## src/logic/game_pkg.sv

```systemverilog
/*
 * game-side types shared by the trail recorder and its testbench
 * tile positions, headings, game states and the trail kinds to paint
 */
package game_pkg;

	// tile column or row inside the play area
	typedef logic [4:0] tile_coord_t;

	// row index inside one glyph
	typedef logic [3:0] glyph_row_t;

	// up and down count as vertical travel
	typedef enum logic [1:0]
	{
		UP    = 2'd0,
		DOWN  = 2'd1,
		LEFT  = 2'd2,
		RIGHT = 2'd3
	} heading_t;

	// play keeps the old encoding of 3'b010
	typedef enum logic [2:0]
	{
		TITLE = 3'b001,
		PLAY  = 3'b010,
		OVER  = 3'b100
	} game_state_t;

	// glyph selector, none means nothing to paint
	typedef enum logic [2:0]
	{
		NONE   = 3'd0,
		BLUE_H = 3'd1,
		BLUE_V = 3'd2,
		RED_H  = 3'd3,
		RED_V  = 3'd4,
		CORNER = 3'd5
	} trail_kind_t;

endpackage

```

## src/logic/fb_pkg.sv

```systemverilog
/*
 * frame-buffer types for the write path toward the external memory
 * one word holds four 4-bit pixels, pixel 0 in the low nibble
 */
package fb_pkg;

	// word address into the frame buffer
	typedef logic [19:0] fb_addr_t;

	// four packed pixels
	typedef logic [15:0] fb_word_t;

	// palette index of one pixel
	typedef logic [3:0] pixel_t;

	// trail colors
	localparam pixel_t BLUE_PIX   = 4'd9;
	localparam pixel_t RED_PIX    = 4'd12;
	localparam pixel_t CORNER_PIX = 4'd15;

	// zero pixel leaves the background
	localparam pixel_t BLANK_PIX  = 4'd0;

endpackage

```

## src/logic/trail_glyph_rom.sv

```systemverilog
/*
 * read-only glyph table for all trail kinds, filled from the glyph rule
 * registered read, data shows one cycle after kind and row
 */
`timescale 1ns/1ns

module trail_glyph_rom
	import game_pkg::*;
	import fb_pkg::*;
#(
	parameter int GLYPH_ROWS = 8
)
(
	input  logic        Clk,
	input  trail_kind_t kind,
	input  glyph_row_t  row,
	output fb_word_t    data
);

	// indexed by {kind, row}, rows past GLYPH_ROWS stay blank
	fb_word_t table_mem [0:127];

	function automatic fb_word_t glyph_word(input trail_kind_t k, input int r);
		pixel_t   color;
		logic     horiz;
		logic     vert;
		fb_word_t word;
		begin
			color = (k == BLUE_H || k == BLUE_V) ? BLUE_PIX :
				(k == RED_H || k == RED_V) ? RED_PIX : CORNER_PIX;
			horiz = (k == BLUE_H) || (k == RED_H) || (k == CORNER);
			vert  = (k == BLUE_V) || (k == RED_V) || (k == CORNER);
			word  = '0;
			if (r < GLYPH_ROWS)
			begin
				// middle two rows make the horizontal bar
				if (horiz && (r == GLYPH_ROWS / 2 - 1 || r == GLYPH_ROWS / 2))
					word = {color, color, color, color};
				// pixels 1 and 2 make the vertical bar
				if (vert)
					word = word | {BLANK_PIX, color, color, BLANK_PIX};
			end
			return word;
		end
	endfunction

	initial
	begin
		for (int i = 0; i < 128; i++)
			table_mem[i] = glyph_word(trail_kind_t'(i[6:4]), int'(i[3:0]));
	end

	always_ff @(posedge Clk)
	begin
		data <= table_mem[{kind, row}];
	end

endmodule

```

## src/logic/move_classifier.sv

```systemverilog
/*
 * per-player move tracker, one instance per cycle color
 * pulses a move event for the tile just left and picks its trail kind
 */
`timescale 1ns/1ns

module move_classifier
	import game_pkg::*;
(
	input  logic        Clk,
	input  logic        rst,
	input  game_state_t game_state,
	input  logic        player_red,
	input  tile_coord_t x,
	input  tile_coord_t y,
	input  heading_t    heading,
	output logic        move_valid,
	output trail_kind_t move_kind,
	output tile_coord_t move_x,
	output tile_coord_t move_y
);

	tile_coord_t prev_x;
	tile_coord_t prev_y;
	heading_t    prev_heading;
	logic        playing;
	logic        moved;
	trail_kind_t kind;

	assign playing = (game_state == PLAY);
	assign moved   = (x != prev_x) || (y != prev_y);

	// heading held since entering the old tile decides corner or straight
	always_comb
	begin
		if (heading != prev_heading)
			kind = CORNER;
		else if (heading == UP || heading == DOWN)
			kind = player_red ? RED_V : BLUE_V;
		else
			kind = player_red ? RED_H : BLUE_H;
	end

	// follow the inputs outside play so a stale position never paints
	always_ff @(posedge Clk)
	begin
		if (rst || !playing || moved)
		begin
			prev_x       <= x;
			prev_y       <= y;
			prev_heading <= heading;
		end
	end

	always_ff @(posedge Clk)
	begin
		if (rst)
			move_valid <= 1'b0;
		else
			move_valid <= playing && moved;
	end

	// event payload is the tile being left
	always_ff @(posedge Clk)
	begin
		if (playing && moved)
		begin
			move_kind <= kind;
			move_x    <= prev_x;
			move_y    <= prev_y;
		end
	end

endmodule

```

## src/logic/trail_painter.sv

```systemverilog
/*
 * paints pending trail glyphs, blue before red, one glyph row per cycle
 * each row read reserves a credit, its write goes out one cycle later
 */
`timescale 1ns/1ns

module trail_painter
	import game_pkg::*;
	import fb_pkg::*;
#(
	parameter int GLYPH_ROWS  = 8,
	parameter int ROW_WORDS   = 160,
	parameter int PLAY_TOP    = 14,
	parameter int PLAY_LEFT   = 4,
	parameter int QUEUE_DEPTH = 4
)
(
	input  logic        Clk,
	input  logic        rst,
	input  game_state_t game_state,
	input  logic        blue_valid,
	input  trail_kind_t blue_kind,
	input  tile_coord_t blue_x,
	input  tile_coord_t blue_y,
	input  logic        red_valid,
	input  trail_kind_t red_kind,
	input  tile_coord_t red_x,
	input  tile_coord_t red_y,
	input  logic        credit_return,
	output logic        wr_valid,
	output fb_addr_t    wr_addr,
	output fb_word_t    wr_data,
	output logic        idle
);

	localparam int         CREDIT_W  = $clog2(QUEUE_DEPTH + 1);
	localparam glyph_row_t LAST_ROW  = glyph_row_t'(GLYPH_ROWS - 1);
	localparam fb_addr_t   LINE_STEP = fb_addr_t'(ROW_WORDS);

	typedef enum logic [1:0] {IDLE, LOAD, PAINT, FLUSH} paint_state_t;

	paint_state_t        state;
	logic                playing;
	logic                blue_pend;
	logic                red_pend;
	trail_kind_t         blue_pkind;
	trail_kind_t         red_pkind;
	tile_coord_t         blue_px;
	tile_coord_t         blue_py;
	tile_coord_t         red_px;
	tile_coord_t         red_py;
	logic                take_blue;
	logic                take_red;
	trail_kind_t         job_kind;
	tile_coord_t         job_x;
	tile_coord_t         job_y;
	fb_addr_t            base_addr;
	glyph_row_t          rd_row;
	fb_addr_t            rd_addr;
	logic                issue;
	logic [CREDIT_W-1:0] credits;
	logic                stage_valid;
	fb_addr_t            stage_addr;

	assign playing   = (game_state == PLAY);
	assign take_blue = (state == IDLE) && playing && blue_pend;
	assign take_red  = (state == IDLE) && playing && !blue_pend && red_pend;
	assign issue     = (state == PAINT) && playing && (credits != '0);

	// one slot per player, a newer event overwrites an unstarted job
	always_ff @(posedge Clk)
	begin
		if (rst || !playing)
		begin
			blue_pend <= 1'b0;
			red_pend  <= 1'b0;
		end
		else
		begin
			if (blue_valid)
				blue_pend <= 1'b1;
			else if (take_blue)
				blue_pend <= 1'b0;
			if (red_valid)
				red_pend <= 1'b1;
			else if (take_red)
				red_pend <= 1'b0;
		end
	end

	always_ff @(posedge Clk)
	begin
		if (blue_valid)
		begin
			blue_pkind <= blue_kind;
			blue_px    <= blue_x;
			blue_py    <= blue_y;
		end
		if (red_valid)
		begin
			red_pkind <= red_kind;
			red_px    <= red_x;
			red_py    <= red_y;
		end
	end

	always_ff @(posedge Clk)
	begin
		if (take_blue)
		begin
			job_kind <= blue_pkind;
			job_x    <= blue_px;
			job_y    <= blue_py;
		end
		else if (take_red)
		begin
			job_kind <= red_pkind;
			job_x    <= red_px;
			job_y    <= red_py;
		end
	end

	// top-left word of the glyph, used in LOAD
	assign base_addr = fb_addr_t'((PLAY_TOP + job_y * GLYPH_ROWS) * ROW_WORDS
		+ PLAY_LEFT + job_x);

	always_ff @(posedge Clk)
	begin
		if (rst)
			state <= IDLE;
		else
		begin
			case (state)
				IDLE:
					if (take_blue || take_red)
						state <= LOAD;
				LOAD:
					state <= playing ? PAINT : IDLE;
				PAINT:
					// leaving play aborts, the last read still gets written
					if (!playing || (issue && rd_row == LAST_ROW))
						state <= FLUSH;
				FLUSH:
					state <= IDLE;
				default:
					state <= IDLE;
			endcase
		end
	end

	// one screen line per glyph row
	always_ff @(posedge Clk)
	begin
		if (state == LOAD)
		begin
			rd_row  <= '0;
			rd_addr <= base_addr;
		end
		else if (issue)
		begin
			rd_row  <= rd_row + 1'b1;
			rd_addr <= rd_addr + LINE_STEP;
		end
	end

	always_ff @(posedge Clk)
	begin
		if (rst)
			credits <= CREDIT_W'(QUEUE_DEPTH);
		else if (issue && !credit_return)
			credits <= credits - 1'b1;
		else if (!issue && credit_return)
			credits <= credits + 1'b1;
	end

	// write stage lines up with the rom output
	always_ff @(posedge Clk)
	begin
		if (rst)
			stage_valid <= 1'b0;
		else
			stage_valid <= issue;
	end

	always_ff @(posedge Clk)
	begin
		if (issue)
			stage_addr <= rd_addr;
	end

	trail_glyph_rom #(
		.GLYPH_ROWS(GLYPH_ROWS)
	) i_trail_glyph_rom (
		.Clk (Clk),
		.kind(job_kind),
		.row (rd_row),
		.data(wr_data)
	);

	assign wr_valid = stage_valid;
	assign wr_addr  = stage_addr;
	assign idle     = (state == IDLE) && !blue_pend && !red_pend && !blue_valid && !red_valid;

endmodule

```

## src/logic/fb_write_queue.sv

```systemverilog
/*
 * write FIFO in front of the frame buffer, head shown while non-empty
 * every accepted word returns one credit to the painter
 */
`timescale 1ns/1ns

module fb_write_queue
	import fb_pkg::*;
#(
	parameter int QUEUE_DEPTH = 4
)
(
	input  logic     Clk,
	input  logic     rst,
	input  logic     wr_valid,
	input  fb_addr_t wr_addr,
	input  fb_word_t wr_data,
	input  logic     fb_ready,
	output logic     credit_return,
	output logic     fb_we,
	output fb_addr_t fb_addr,
	output fb_word_t fb_data,
	output logic     empty
);

	localparam int PTR_W = (QUEUE_DEPTH > 1) ? $clog2(QUEUE_DEPTH) : 1;
	localparam int CNT_W = $clog2(QUEUE_DEPTH + 1);
	localparam logic [PTR_W-1:0] LAST_SLOT = PTR_W'(QUEUE_DEPTH - 1);

	fb_addr_t         addr_mem [0:QUEUE_DEPTH-1];
	fb_word_t         data_mem [0:QUEUE_DEPTH-1];
	logic [PTR_W-1:0] wr_ptr;
	logic [PTR_W-1:0] rd_ptr;
	logic [CNT_W-1:0] count;
	logic             pop;

	// credits keep the writer from ever overfilling
	assign empty         = (count == '0);
	assign fb_we         = !empty;
	assign fb_addr       = addr_mem[rd_ptr];
	assign fb_data       = data_mem[rd_ptr];
	assign pop           = fb_we && fb_ready;
	assign credit_return = pop;

	always_ff @(posedge Clk)
	begin
		if (wr_valid)
		begin
			addr_mem[wr_ptr] <= wr_addr;
			data_mem[wr_ptr] <= wr_data;
		end
	end

	always_ff @(posedge Clk)
	begin
		if (rst)
		begin
			wr_ptr <= '0;
			rd_ptr <= '0;
			count  <= '0;
		end
		else
		begin
			if (wr_valid)
				wr_ptr <= (wr_ptr == LAST_SLOT) ? '0 : wr_ptr + 1'b1;
			if (pop)
				rd_ptr <= (rd_ptr == LAST_SLOT) ? '0 : rd_ptr + 1'b1;
			if (wr_valid && !pop)
				count <= count + 1'b1;
			else if (!wr_valid && pop)
				count <= count - 1'b1;
		end
	end

endmodule

```

## src/logic/light_trail_top.sv

```systemverilog
/*
 * light-cycle trail recorder, paints trail glyphs behind both cycles
 * takes positions per frame, drives frame-buffer writes with a ready handshake
 */
`timescale 1ns/1ns

module light_trail_top
	import game_pkg::*;
	import fb_pkg::*;
#(
	parameter int GLYPH_ROWS  = 8,
	parameter int ROW_WORDS   = 160,
	parameter int PLAY_TOP    = 14,
	parameter int PLAY_LEFT   = 4,
	parameter int QUEUE_DEPTH = 4
)
(
	input  logic        Clk,
	input  logic        rst,
	input  game_state_t game_state,
	input  tile_coord_t blue_x,
	input  tile_coord_t blue_y,
	input  heading_t    blue_heading,
	input  tile_coord_t red_x,
	input  tile_coord_t red_y,
	input  heading_t    red_heading,
	input  logic        fb_ready,
	output logic        busy,
	output logic        fb_we,
	output fb_addr_t    fb_addr,
	output fb_word_t    fb_data
);

	logic        blue_valid;
	trail_kind_t blue_kind;
	tile_coord_t blue_mx;
	tile_coord_t blue_my;
	logic        red_valid;
	trail_kind_t red_kind;
	tile_coord_t red_mx;
	tile_coord_t red_my;
	logic        wr_valid;
	fb_addr_t    wr_addr;
	fb_word_t    wr_data;
	logic        credit_return;
	logic        painter_idle;
	logic        queue_empty;

	move_classifier i_blue_classifier (
		.Clk       (Clk),
		.rst       (rst),
		.game_state(game_state),
		.player_red(1'b0),
		.x         (blue_x),
		.y         (blue_y),
		.heading   (blue_heading),
		.move_valid(blue_valid),
		.move_kind (blue_kind),
		.move_x    (blue_mx),
		.move_y    (blue_my)
	);

	move_classifier i_red_classifier (
		.Clk       (Clk),
		.rst       (rst),
		.game_state(game_state),
		.player_red(1'b1),
		.x         (red_x),
		.y         (red_y),
		.heading   (red_heading),
		.move_valid(red_valid),
		.move_kind (red_kind),
		.move_x    (red_mx),
		.move_y    (red_my)
	);

	trail_painter #(
		.GLYPH_ROWS (GLYPH_ROWS),
		.ROW_WORDS  (ROW_WORDS),
		.PLAY_TOP   (PLAY_TOP),
		.PLAY_LEFT  (PLAY_LEFT),
		.QUEUE_DEPTH(QUEUE_DEPTH)
	) i_trail_painter (
		.Clk          (Clk),
		.rst          (rst),
		.game_state   (game_state),
		.blue_valid   (blue_valid),
		.blue_kind    (blue_kind),
		.blue_x       (blue_mx),
		.blue_y       (blue_my),
		.red_valid    (red_valid),
		.red_kind     (red_kind),
		.red_x        (red_mx),
		.red_y        (red_my),
		.credit_return(credit_return),
		.wr_valid     (wr_valid),
		.wr_addr      (wr_addr),
		.wr_data      (wr_data),
		.idle         (painter_idle)
	);

	fb_write_queue #(
		.QUEUE_DEPTH(QUEUE_DEPTH)
	) i_fb_write_queue (
		.Clk          (Clk),
		.rst          (rst),
		.wr_valid     (wr_valid),
		.wr_addr      (wr_addr),
		.wr_data      (wr_data),
		.fb_ready     (fb_ready),
		.credit_return(credit_return),
		.fb_we        (fb_we),
		.fb_addr      (fb_addr),
		.fb_data      (fb_data),
		.empty        (queue_empty)
	);

	// busy until nothing pending, nothing painting and the queue drained
	assign busy = !(painter_idle && queue_empty);

endmodule

```

## config.mk

```make
export PLATFORM = sky130hd
export DESIGN_NAME = light_trail_top
export DESIGN_NICKNAME = d
export VERILOG_FILES = /design/src/logic/game_pkg.sv /design/src/logic/fb_pkg.sv /design/src/logic/trail_glyph_rom.sv /design/src/logic/move_classifier.sv /design/src/logic/trail_painter.sv /design/src/logic/fb_write_queue.sv /design/src/logic/light_trail_top.sv
export SDC_FILE = /design/constraint.sdc
export NUM_CORES = 1
export LEC_CHECK = 0
export ABC_AREA = 1
export BUFFER_PORTS_ARGS = -buffer_cell sky130_fd_sc_hd__buf_2
export CAP_MARGIN = 40
export CORE_MARGIN = 2
export CORE_UTILIZATION = 59
export CTS_CLUSTER_SIZE = 14
export DETAILED_ROUTE_END_ITERATION = 8
export PLACE_DENSITY = 0.77
export SYNTH_ARGS = -nofsm -noshare
export SYNTH_HDL_FRONTEND = slang
export SYNTH_HIERARCHICAL = 1
export SYNTH_SLANG_ARGS = --single-unit
```

## constraint.sdc

```tcl
create_clock -name Clk -period 3.1 [get_ports Clk]
set_clock_uncertainty 0.1 [all_clocks]
set_input_delay 0.31 -clock Clk [delete_from_list [all_inputs] [get_ports Clk]]
set_output_delay 0.31 -clock Clk [all_outputs]
set_load 0.02 [all_outputs]
```

Word-level counts from Yosys, hierarchy flattened
Memory sizes are Yosys's and may differ from the RTL's. A register that Yosys moved wholly into a read port is not among the register bits.
Index checks and enable logic that the tools add are counted.
{ "classes": {"eq_ne": 17, "n_mul": 1, "muxes": 30, "add_sub_neg": 11, "n_reduce_logical": 50} }
{ "ops": {"columns": ["op", "n"], "rows": [
  ["2-to-1 mux 20 bit", 2],
  ["multiplier 32 x 3 -> 15 bit (second input constant)", 1],
  ["2-to-1 mux 3 bit", 7],
  ["adder 20 x 3 -> 20 bit (second input constant)", 1],
  ["adder 20 x 5 -> 20 bit", 1],
  ["adder 20 x 8 -> 20 bit (second input constant)", 1],
  ["2-to-1 mux 2 bit", 10],
  ["2-to-1 mux 5 bit", 4],
  ["!= test 5 bit", 4],
  ["logical AND 1 bit", 19],
  ["nonzero test 2 bit", 6],
  ["zero test 1 bit", 10],
  ["adder 4 x 8 -> 9 bit (first input constant)", 1],
  ["logical OR 1 bit", 9],
  ["equality test 2 bit (second input constant)", 4],
  ["one-hot mux 2 bit (4 select lines)", 1],
  ["adder 3 x 1 -> 3 bit (second input constant)", 2],
  ["equality test 2 x 1 -> 1 bit (second input constant)", 3],
  ["zero test 2 bit", 3],
  ["2-to-1 mux 1 bit", 6],
  ["subtractor 3 x 1 -> 3 bit (second input constant)", 2],
  ["adder 2 x 1 -> 2 bit (second input constant)", 2],
  ["adder 4 x 1 -> 4 bit (second input constant)", 1],
  ["equality test 4 x 3 -> 1 bit (second input constant)", 1],
  ["other kinds (6)", 8]
]} }
{ "totals": {"mem_bits_ro": 2048, "wordCells": 146, "memories": 3, "register_bits": 150, "inputBits": 30, "ram_bits": 144} }
{ "memory_table": {"columns": ["memory", "words", "width", "read_ports", "rd_ports_with_merged_regs", "wr", "line", "text"], "rows": [
  ["i_trail_painter.i_trail_glyph_rom.table_mem", 128, 16, 1, 1, 0, "trail_glyph_rom.sv:21", "fb_word_t table_mem [0:127];"],
  ["i_fb_write_queue.addr_mem", 4, 20, 1, 1, 1, "fb_write_queue.sv:30", "fb_addr_t addr_mem [0:QUEUE_DEPTH-1];"],
  ["i_fb_write_queue.data_mem", 4, 16, 1, 1, 1, "fb_write_queue.sv:31", "fb_word_t data_mem [0:QUEUE_DEPTH-1];"]
]} }

Logic depth before layout (Yosys ltp)
{ "depth": {"depth_word": 7, "depth_mapped": 14, "ltp_nobuf": 14} }

Cells and area by module
Netlist, hierarchy kept.
{ "by_module_without_submodules": {"columns": ["module", "seq_area_each_um2", "cells_each", "area_per_inst_um2", "n_inst"], "rows": [
  ["fb_write_queue", 4504.3, 413, 5849.4, 1],
  ["trail_painter", 2612.5, 377, 4162.7, 1],
  ["move_classifier", 770.7, 86, 1042.2, 2],
  ["trail_glyph_rom", 160.2, 40, 354.1, 1],
  ["light_trail_top", 0.0, 3, 11.3, 1]
]} }

Worst setup path before layout
OpenSTA, ideal clock, no wires.
{ "synth_path": {"path_kind": "register to register", "start": "reg i_trail_painter.job_y[0]", "end": "reg i_trail_painter.rd_addr[14] (data pin)", "setup_ns": 0.253, "t_required_ns": 2.747, "setup_slack_ns": 0.840, "synth_period_minus_slack_ns": 2.260, "stages_incl_launch_ff": 14, "n_path_buf": 0, "arrival_time_ns": 1.907, "cell_sequence": "edfxtp_1 > ha_1 > nand3_1 > xnor2_1 > ha_1 > ha_1 > nand2_1 > nand2_1 > inv_1 > nand2_1 > nand2_1 > nand2_1 > nand2_1 > nand2_1"} }
{ "synth_via": {"elab_chain_cells": 5} }
{ "synth_lines": {"columns": ["item", "line", "text"], "rows": [
  ["start, declared", "trail_painter.sv:56", "tile_coord_t job_y;"],
  ["start signal, assigned", "trail_painter.sv:113", "job_y <= blue_py;"],
  ["start signal, assigned", "trail_painter.sv:119", "job_y <= red_py;"],
  ["adder 4 x 8 -> 9 bit", "trail_painter.sv:124", "assign base_addr = fb_addr_t'((PLAY_TOP + job_y * GLYPH_ROWS) * ROW_WORDS"],
  ["multiplier 32 x 3 -> 15 bit", "trail_painter.sv:124", null],
  ["adder 20 x 3 -> 20 bit", "trail_painter.sv:125", "+ PLAY_LEFT + job_x);"],
  ["adder 20 x 5 -> 20 bit", "trail_painter.sv:125", null],
  ["2-to-1 mux 20 bit", "trail_painter.sv:154", "if (state == LOAD)"],
  ["end signal, assigned", "trail_painter.sv:157", "rd_addr <= base_addr;"],
  ["end signal, assigned", "trail_painter.sv:162", "rd_addr <= rd_addr + LINE_STEP;"],
  ["end, declared", "trail_painter.sv:59", "fb_addr_t rd_addr;"]
]} }
Every way passes these cells.
A chain may end at the register's enable or synchronous reset.

==> summary.txt <==
CTS
  – PostCTS Resize Cnt: 0
  – CTS Buf Count: 31
  – Clock sink count: roughly 300
  – Post-CTS Setup Inserts: 0
  – Worst skew pair latency: 0.56 ns
  – CTS tree: done
  – CTS clk-pin slew, worst paths: approximately 0.060 ns
  – CTS root buf: clkbuf_16
  – Clock buffer depth: 3
  – Htree depth: 1

Layout
  – Post-route insts no fill: ~1400
  – Commonest non-fill, non-tap cells in the layout: edfxtp_1, nand2_1, nor2_1, inv_1, buf_2
  – Filler cells: between 1000 and 1500
  – Register Area: around 9000 sq um
  – Synth-to-layout area growth: 13.9%
  – Share of cells above drive strength 1: 0.155
  – Area of the multi-input gates: around 3000 sq um
  – NumNets Final: approximately 1200
  – Commonest non-fill, non-tap cell in the layout: edfxtp_1
  – Inserted Diodes: 0

Detailed routing
  – DRC: 0
  – Antenna Violating Nets Remaining: 0
  – Total iterations of the first detailed-routing run: 5
  – DRT Wirelength: 21100 um
  – Starting DRC count in detailed routing: between 400 and 500
  – DR vias: roughly 7300
  – Drt wl/cell: approximately 15 um
  – Via density per instance: about 5.2

Synthesis
  – Synth warn: 6
  – Post-synth top flop: edfxtp_1
  – Flops & latches, synth: between 300 and 400
  – Post-synth cell types: 45
  – Syn_area_per_cell: about 12 sq um
  – Sequential fraction of the synthesis area: 0.708
  – Post-synthesis async set-or-reset flop share: 0
  – Syn Nets: roughly 1100
  – Post-synth EDFFs: approximately 270
  – Synth Instances: around 1000
  – Post-Syn Area: 12500 sq um

Global route
  – Gr ovfl total: 0
  – First-pass GRT wire length: 34000 um
  – Initial antenna violation count: 0
  – Pin count of the biggest net entering global routing: 73
  – Global Route Usage Sum: 0.192
  – Vias in the first global route: about 7000

Timing
  – Final Hold Fails: 0
  – Final setup viols: 0
  – Tcrit/Tclk final: 0.817
  – Max Fclk: between 300 and 400 MHz
  – RSZ-0062 raised after global routing: no
  – TNS Setup: 0 ns
  – Minimum clock period: ~2.5 ns
  – Final Slew Violations: 0
  – Worst Max-Slew Pin Slew: approximately 0.69 ns
  – Max_slew headroom: 0.541

Critical path
  – CP arrival: ~2.1 ns
  – Critical path endpoint category: output port
  – Delay-heaviest family, CP: buffers and inverters
  – CP Cell Sequence: buf_4, o21ai_0, o22ai_1, buf_2
  – Buf+Inv Stages, Crit Path: 2
  – Critical path's slowest cell: dfxtp_2
  – Critical path type: flop to output port
  – Critical path peak fanout: 34
  – Critical path launch point type: flop
  – Req. time, crit path: between 2 and 3 ns
  – CP max stage delay: 0.56 ns

Floorplanning
  – Initial core utilization: 0.597
  – Die W: 149 um
  – Die height: 149 um
  – Total Die Area: between 20000 and 25000 sq um
  – Core area: between 20000 and 25000 sq um
  – Row count: between 50 and 60
  – # IOs: between 60 and 70

Power
  – Maximum vdd drop: around 0.52 mV
  – PD cells: 711 nW/um^2
  – LEAKAGE: about 5.5 nW

Placed design
  – I/O Buffers: between 60 and 70
  – Placed cell count: 1321
  – HPWL Detailed: roughly 13000 um
  – Final Wtd Congestion: about 0.84

Status
  – Status: completed

Min path
  – Worst hold path class: input pin to flop

Job
  – Total of max-cap violations: 0
path summary, 6_finish.rpt:
| path | endpoint | cells past startpoint | slack, ns | startpoint |
|---|---|---|---|---|
| max | fb_data[8] | 4 | 0.57 | flop |
| max reg2reg | i_trail_painter/rd_addr[14] | 14 | 0.63 | i_trail_painter/job_y[2] |
| min | i_blue_classifier/move_valid | 5 | 0.09 | game_state[0] |
| min reg2reg | i_trail_painter/wr_addr[0] | 0 | 0.31 | i_trail_painter/rd_addr[0] |
cells in the mapped netlist, types with 12 or more instances:
master / instances / area share
nand3_1: 34 / 0.014
buf_2: 12 / 0.0048
ha_1: 23 / 0.023
a21oi_1: 16 / 0.0064
nand2_1: 144 / 0.043
o22ai_1: 39 / 0.020
xor2_1: 15 / 0.011
buf_4: 13 / 0.0078
dfxtp_1: 31 / 0.050
edfxtp_1: 273 / 0.66
nor2_1: 134 / 0.040
o21ai_1: 63 / 0.025
inv_1: 91 / 0.027
o21ai_0: 26 / 0.010
registers in the layout (all words and copies together) (netlist names), 5 cells and up, named ones only:
| name | count |
|---|---|
| i_blue_classifier/move_x | 5 |
| i_blue_classifier/move_y | 5 |
| i_blue_classifier/prev_x | 5 |
| i_blue_classifier/prev_y | 5 |
| i_fb_write_queue/addr_mem | 80 |
| i_fb_write_queue/data_mem | 64 |
| i_red_classifier/move_x | 5 |
| i_red_classifier/move_y | 5 |
| i_red_classifier/prev_x | 5 |
| i_red_classifier/prev_y | 5 |
| i_trail_painter/blue_px | 5 |
| i_trail_painter/blue_py | 5 |
| i_trail_painter/i_trail_glyph_rom/data | 8 |
| i_trail_painter/job_x | 5 |
| i_trail_painter/job_y | 5 |
| i_trail_painter/rd_addr | 20 |
| i_trail_painter/red_px | 5 |
| i_trail_painter/red_py | 5 |
| i_trail_painter/wr_addr | 20 |
layer usage:
metal,GRT usage,vias to the layer above,share of wire
met3,0.0294,34,0.050
met5,0,-,0
li1,-,3678,-
met2,0.352,189,0.51
met4,0.0562,0,0.018
met1,0.235,3431,0.42
cells by family (layout without fill, tap and decap cells):
logic type,Yosys count,after routing,share of synthesized area
simple gates,360,360,0.128
flops,304,304,0.708
other cells,2,2,0.000603
xor+xnor,18,18,0.0127
fa+ha+maj,25,25,0.0263
buf+inv,139,264,0.0542
compound gates,157,157,0.0708
per-stage QoR:
step	setup slack, ns	area [sq um]	utilization	total power [mW]	hold WS [ns]
finish	0.567	14200	0.680	10.1	0.0865
global route	0.416	14200	0.680	10.5	0.0656
CTS	0.552	14200	0.680	10.2	0.0394
detailed placement	0.645	12900	0.620	6.60	0.305
global placement	0.740	12900	0.620	6.56	0.301
floorplan	0.840	12500	-	6.12	0.282
final cells by class:
cell class / count / share of cell area
Tap cell: 275 / 0.0242
Sequential cell: 304 / 0.621
Inverter: 102 / 0.0279
Timing Repair Buffer: 104 / 0.0478
Clock buffer: 38 / 0.0565
Clock inverter: 20 / 0.0131
Multi-Input combinational cell: 562 / 0.209
report_power, final:
group	internal (mW)	switching, mW	leakage [nW]	total (mW)
Combinational	0.624	1.31	2.23	1.94
Sequential	4.51	0.0906	2.77	4.60
Clock	2.09	1.46	0.491	3.55
Total	7.22	2.87	5.49	10.1
tightest hold or removal path, delay by kind of cell:
kind                   cells  cell delay, ns
and+or+nand+nor            3            0.23
buffers and inverters      2            0.15
repair_timing:
| action | 4_1_cts | 5_1_grt |
|---|---|---|
| endpoints found under the setup margin | 0 | 0 |
| endpoints found under the hold margin | 29 | 0 |
| hold buffers | 26 | 0 |
(Power assumes the default switching activity.)
